<file path="src/fu_macros.svh">
`ifndef FU_MACROS_SVH
`define FU_MACROS_SVH

// data word width of the integer datapath
`define FU_XLEN 64

// destination tag width
// enough for a 64-entry physical register file
`define FU_TAG_W 6

// multiplier pipeline depth
// must divide FU_XLEN, each stage handles one slice of the multiplier operand
// 2, 4 and 8 are the intended settings
`define FU_MULT_STAGES 4

`endif

</file>
<file path="src/fu_pkg.sv">
package fu_pkg;

  // alu opcodes, alpha integer operate group
  typedef enum logic [3:0] {
    alu_addq   = 4'd0,
    alu_subq   = 4'd1,
    alu_and    = 4'd2,
    alu_bic    = 4'd3,
    alu_bis    = 4'd4,
    alu_ornot  = 4'd5,
    alu_xor    = 4'd6,
    alu_eqv    = 4'd7,
    alu_srl    = 4'd8,
    alu_sll    = 4'd9,
    alu_sra    = 4'd10,
    alu_cmpult = 4'd11,
    alu_cmpeq  = 4'd12,
    alu_cmpule = 4'd13,
    alu_cmplt  = 4'd14,
    alu_cmple  = 4'd15
  } alu_func_t;

  // source of alu operand b
  typedef enum logic {
    opb_is_regb = 1'b0,
    opb_is_imm  = 1'b1
  } opb_select_t;

  // branch condition
  // bits 1:0 pick the test, bit 2 inverts it
  typedef enum logic [2:0] {
    br_lbc = 3'b000,
    br_eq  = 3'b001,
    br_lt  = 3'b010,
    br_le  = 3'b011,
    br_lbs = 3'b100,
    br_ne  = 3'b101,
    br_ge  = 3'b110,
    br_gt  = 3'b111
  } br_func_t;

endpackage

</file>
<file path="src/brcond.sv">
`timescale 1ns/1ns
`include "fu_macros.svh"

module brcond (
  input  logic                issue,
  input  fu_pkg::br_func_t    func,
  input  logic [`FU_XLEN-1:0] opa,
  output logic                taken
);

  logic cond;
  logic is_zero;
  logic is_neg;

  assign is_zero = (opa == '0);
  // sign bit alone decides a signed compare against zero
  assign is_neg  = opa[`FU_XLEN-1];

  // low two bits of func pick the base test
  always_comb begin
    case (func[1:0])
      2'b00:   cond = !opa[0];
      2'b01:   cond = is_zero;
      2'b10:   cond = is_neg;
      default: cond = is_neg || is_zero;
    endcase
  end

  // bit 2 turns lbc/eq/lt/le into lbs/ne/ge/gt
  // nothing is taken without an issue
  assign taken = issue && (func[2] ? !cond : cond);

endmodule

</file>
<file path="config.mk">
export PLATFORM = sky130hd
export DESIGN_NAME = brcond
export DESIGN_NICKNAME = d
export VERILOG_FILES = /design/src/fu_pkg.sv /design/src/brcond.sv
export VERILOG_INCLUDE_DIRS = /design/src
export SDC_FILE = /design/constraint.sdc
export NUM_CORES = 1
export LEC_CHECK = 0
export BUFFER_PORTS_ARGS = -buffer_cell sky130_fd_sc_hd__buf_2
export CAP_MARGIN = 20
export CORE_AREA = 5 5 42 44
export DETAILED_ROUTE_END_ITERATION = 12
export DIE_AREA = 0 0 47 49
export GPL_ROUTABILITY_DRIVEN = 0
export GPL_TIMING_DRIVEN = 0
export PLACE_DENSITY = 0.76
export SLEW_MARGIN = 25
export SYNTH_ARGS = -nofsm -noshare
export SYNTH_HDL_FRONTEND = slang
export SYNTH_SLANG_ARGS = --single-unit
</file>
<file path="constraint.sdc">
create_clock -name vclk -period 2
set_input_delay 0.4 -clock vclk [all_inputs]
set_output_delay 0.4 -clock vclk [all_outputs]
set_load 0.01 [all_outputs]
</file>
# --- Word-level counts from Yosys, hierarchy flattened ---
# Index checks and enable logic that the tools add are counted.
word_totals:
  output_inout_bits: 1
  word_cells: 10
  ff_bits: 0
op_classes:
  n_eq_ne: 2
  reduce_logical: 6
  n_mux: 2
ops:
  columns: ["op", "n"]
  rows:
  - ["zero test 64 bit", 1]
  - ["one-hot mux 1 bit (3 select lines)", 1]
  - ["equality test 2 x 1 -> 1 bit, second input constant", 1]
  - ["equality test 2 bit, second input constant", 1]
  - ["zero test 1 bit", 2]
  - ["zero test 2 bit", 1]
  - ["logical AND 1 bit", 1]
  - ["logical OR 1 bit", 1]
  - ["2-to-1 mux 1 bit", 1]

# --- Logic depth before layout (Yosys ltp) ---
logic_depth:
  word_depth: 6
  depth_mapped: 5

# --- Least setup slack after synthesis ---
# No wires, ideal clock.
synth_timing:
  path_type: "input to output"
  from: "input opa[3]"
  to: "output taken"
  arrival_time_ns: 1.308
  t_required_ns: 1.600
  setup_slack_ns: 0.292
  stages: 5
  path_cell_list: "nor4_1 -> nand4_1 -> nor3_2 -> mux2i_1 -> o211ai_1"
synth_between:
  elab_chain_cells: 6
synth_lines:
  columns: ["element", "line", "text"]
  rows:
  - ["from (decl)", "brcond.sv:7", "input logic [`FU_XLEN-1:0] opa,"]
  - ["zero test 64 bit *", "brcond.sv:15", "assign is_zero = (opa == '0);"]
  - ["logical OR 1 bit", "brcond.sv:25", "default: cond = is_neg || is_zero;"]
  - ["one-hot mux 1 bit (3 select lines) *", "brcond.sv:21", "case (func[1:0])"]
  - ["zero test 1 bit", "brcond.sv:31", "assign taken = issue && (func[2] ? !cond : cond);"]
  - ["2-to-1 mux 1 bit *", "brcond.sv:31", null]
  - ["logical AND 1 bit *", "brcond.sv:31", null]
  - ["to (decl)", "brcond.sv:8", "output logic taken"]
# Mark *: on every way between the ends. The rest lies on a longest branch, timed or not.

# --- Worst setup path in the final report ---
layout_timing:
  from: "input opa[41]"
  to: "output taken"
# Same word-level chain as after synthesis.

==> results.ini <==
[grt]
grt_antenna_before_repair = 0
first_global_vias = 513
grt.overflow.total = 0
grt_pass1_wl_um = 2030
grt_use_total = 0.110
grt_max_degree = 3

[floorplanning]
num_rows = 14
boundaryPins = 69
die_outline_width_um = 47
design.core.area_um2 = 1400
die-area_um2 = 2300
initial_core_utilization = 0.165
die_height_um = 49

[finish]
n_sequential_cell = 0
seq_area_um2 = 0
drive_gt1_frac = 0.800
instances_no_fill = 116
diode_count = 0
finish.net_count = 170
syn_to_layout_area_delta_pct = 204
layout.cell_area.non_filler_um2 = 704
final.clkbuf_count = 0
core_occupancy_in_the_finished_layout = 0.503

[critical_path]
critical_path.startpoint_type = input port
worst_path_max_delay_cell = nor4_1
critPathMostFrequentCell = buf_2
critical_path_cell_count = 7
critical_path.max_fanout = 1
critPathArrivalTime_ns = 1.55
critical_path_end = taken
worst_setup_path_end_kind = output pin
crit_path_cell_trace = buf_2, nor4_1, nand4_1, nor3_2, mux2i_1, o211ai_1, buf_2
critPathTopFamily = simple AND/OR/NAND/NOR gates
cp_num_buf_inv = 2
critPathLaunch = opa[41]
largest_stage_delay_on_the_critical_path_ns = 0.26
crit_required_ns = 1.60
worst_setup_path_type = input port to output pin

[sta]
timing.final.ws_setup_ns = 0.0469
share_of_the_clock_period_used_by_the_worst_path_after_layout = 0.977
setup_viol_count_final = 0
holdWs_ns = 1.27
grt_setup_unrepaired = yes
timing.max_slew.rel_slack = 0.840
worst_slew_pin_slew_ns = 0.237
finalHoldViolations = 0
slew_violations = 0
fmaxAchievable_ghz = 0.512
post-route-min-period_ns = 1.95
setup_tns_ns = 0

[route]
routed_wirelength_um = 1480
drc = 0
postRouteAntennaNets = 0
detail_route.wl_per_cell_um = 12.7
vias_per_cell = 4.84
route.vias.total = 562
dr.first_iter.drc_count = 3
drt-pass1-iter-count = 2

[synthesis]
synth_area_um2 = 231
syn-num-nets = 99
post_synth_inst_count = 31
ys_seq_area_frac = 0
yosysWarnings = 0
yosys.cell_types.count = 17
avgSynthCellArea_um2 = 7.47

[run_status]
result_of_the_run = complete, no violations

[pwr]
irDropWorstVdd_mv = 0.0513
p_leak_nw = 0.336
total_power_mw = 0.108
power-per-cell-area_nw_per_um2 = 154

[hold_path]
hold_path_class = input port to output pin

[flow_run]
cap_violations = 0

[clock_tree]
cts_post_setup_buffers_inserted = 0
holdBufCountCts = 0

[placed_design]
preCtsSetupSlack_ns = -0.0206
placed_cell_area_um2 = 597
dpl.cell_count = 116
port_buffers = 69
dp.final_hpwl_um = 1310

-- area by class of cell --
class	count	area [um^2]
multi-input combinational	31	295
tap	16	20.0
fill	135	697
timing repair buffer	69	389
-- power by group --
group          leakage [nW]  internal (mW)  switching, mW
Sequential                0              0              0
Combinational         0.336         0.0681         0.0401
Clock                     0              0              0
Total                 0.336         0.0681         0.0401
-- logic make-up after synthesis --
kind of cell,synth area share
and+or+nand+nor,0.881
AOI/OAI and AO/OA,0.0756
muxes,0.0432
-- cell usage after synthesis --
cell      number  area share
nand3_1        1       0.022
nor3_1         2       0.043
nor4_2         2        0.11
nor2_1         1       0.016
nor4b_1        1       0.038
nand2_1        1       0.016
nand2b_1       1       0.027
o211ai_1       1       0.032
nand4_1        3       0.081
nor4_1        11        0.30
o21ai_0        1       0.022
and3_1         1       0.027
nor3_4         1       0.070
nor3_2         1       0.043
a21oi_1        1       0.022
mux2i_1        1       0.043
nor4_4         1       0.092
-- worst min-delay path by stage --
| stage | from | to | slack (ns) | depth (start not counted) |
|---|---|---|---|---|
| after floorplan | issue | taken | 1.05 | 2 |
| after global placement | issue | taken | 1.26 | 4 |
| after detailed placement | issue | taken | 1.27 | 4 |
| after CTS | issue | taken | 1.27 | 4 |
| after global routing | issue | taken | 1.31 | 4 |
| final | issue | taken | 1.27 | 4 |
-- per-layer routing --
metal  global-route usage  vias to the layer above  part of all wire
met1                0.118                      241              0.31
met4                    0                        0                 0
li1                     -                      279                 -
met5                    0                        -                 0
met3               0.0148                        0              0.17
met2                0.222                       42              0.52
-- layout by cell type, fill, tap and decap left out, types with 2 or more instances in the layout --
master	n
nor4_4	4
nor4_1	6
nor4_2	4
buf_2	62
buf_6	7
nand4_1	3
nor3_1	2
-- tightest hold or removal path, cell delays in order --
cell	delay [ns]
buf_2	0.10
nand2b_1	0.12
o211ai_1	0.10
buf_2	0.14
-- what timing repair did --
item	4_1_cts	5_1_grt
endpoints found under the setup margin	1	1
resized for setup	5	11
pin swaps	5	8
(Power assumes the default switching activity.)
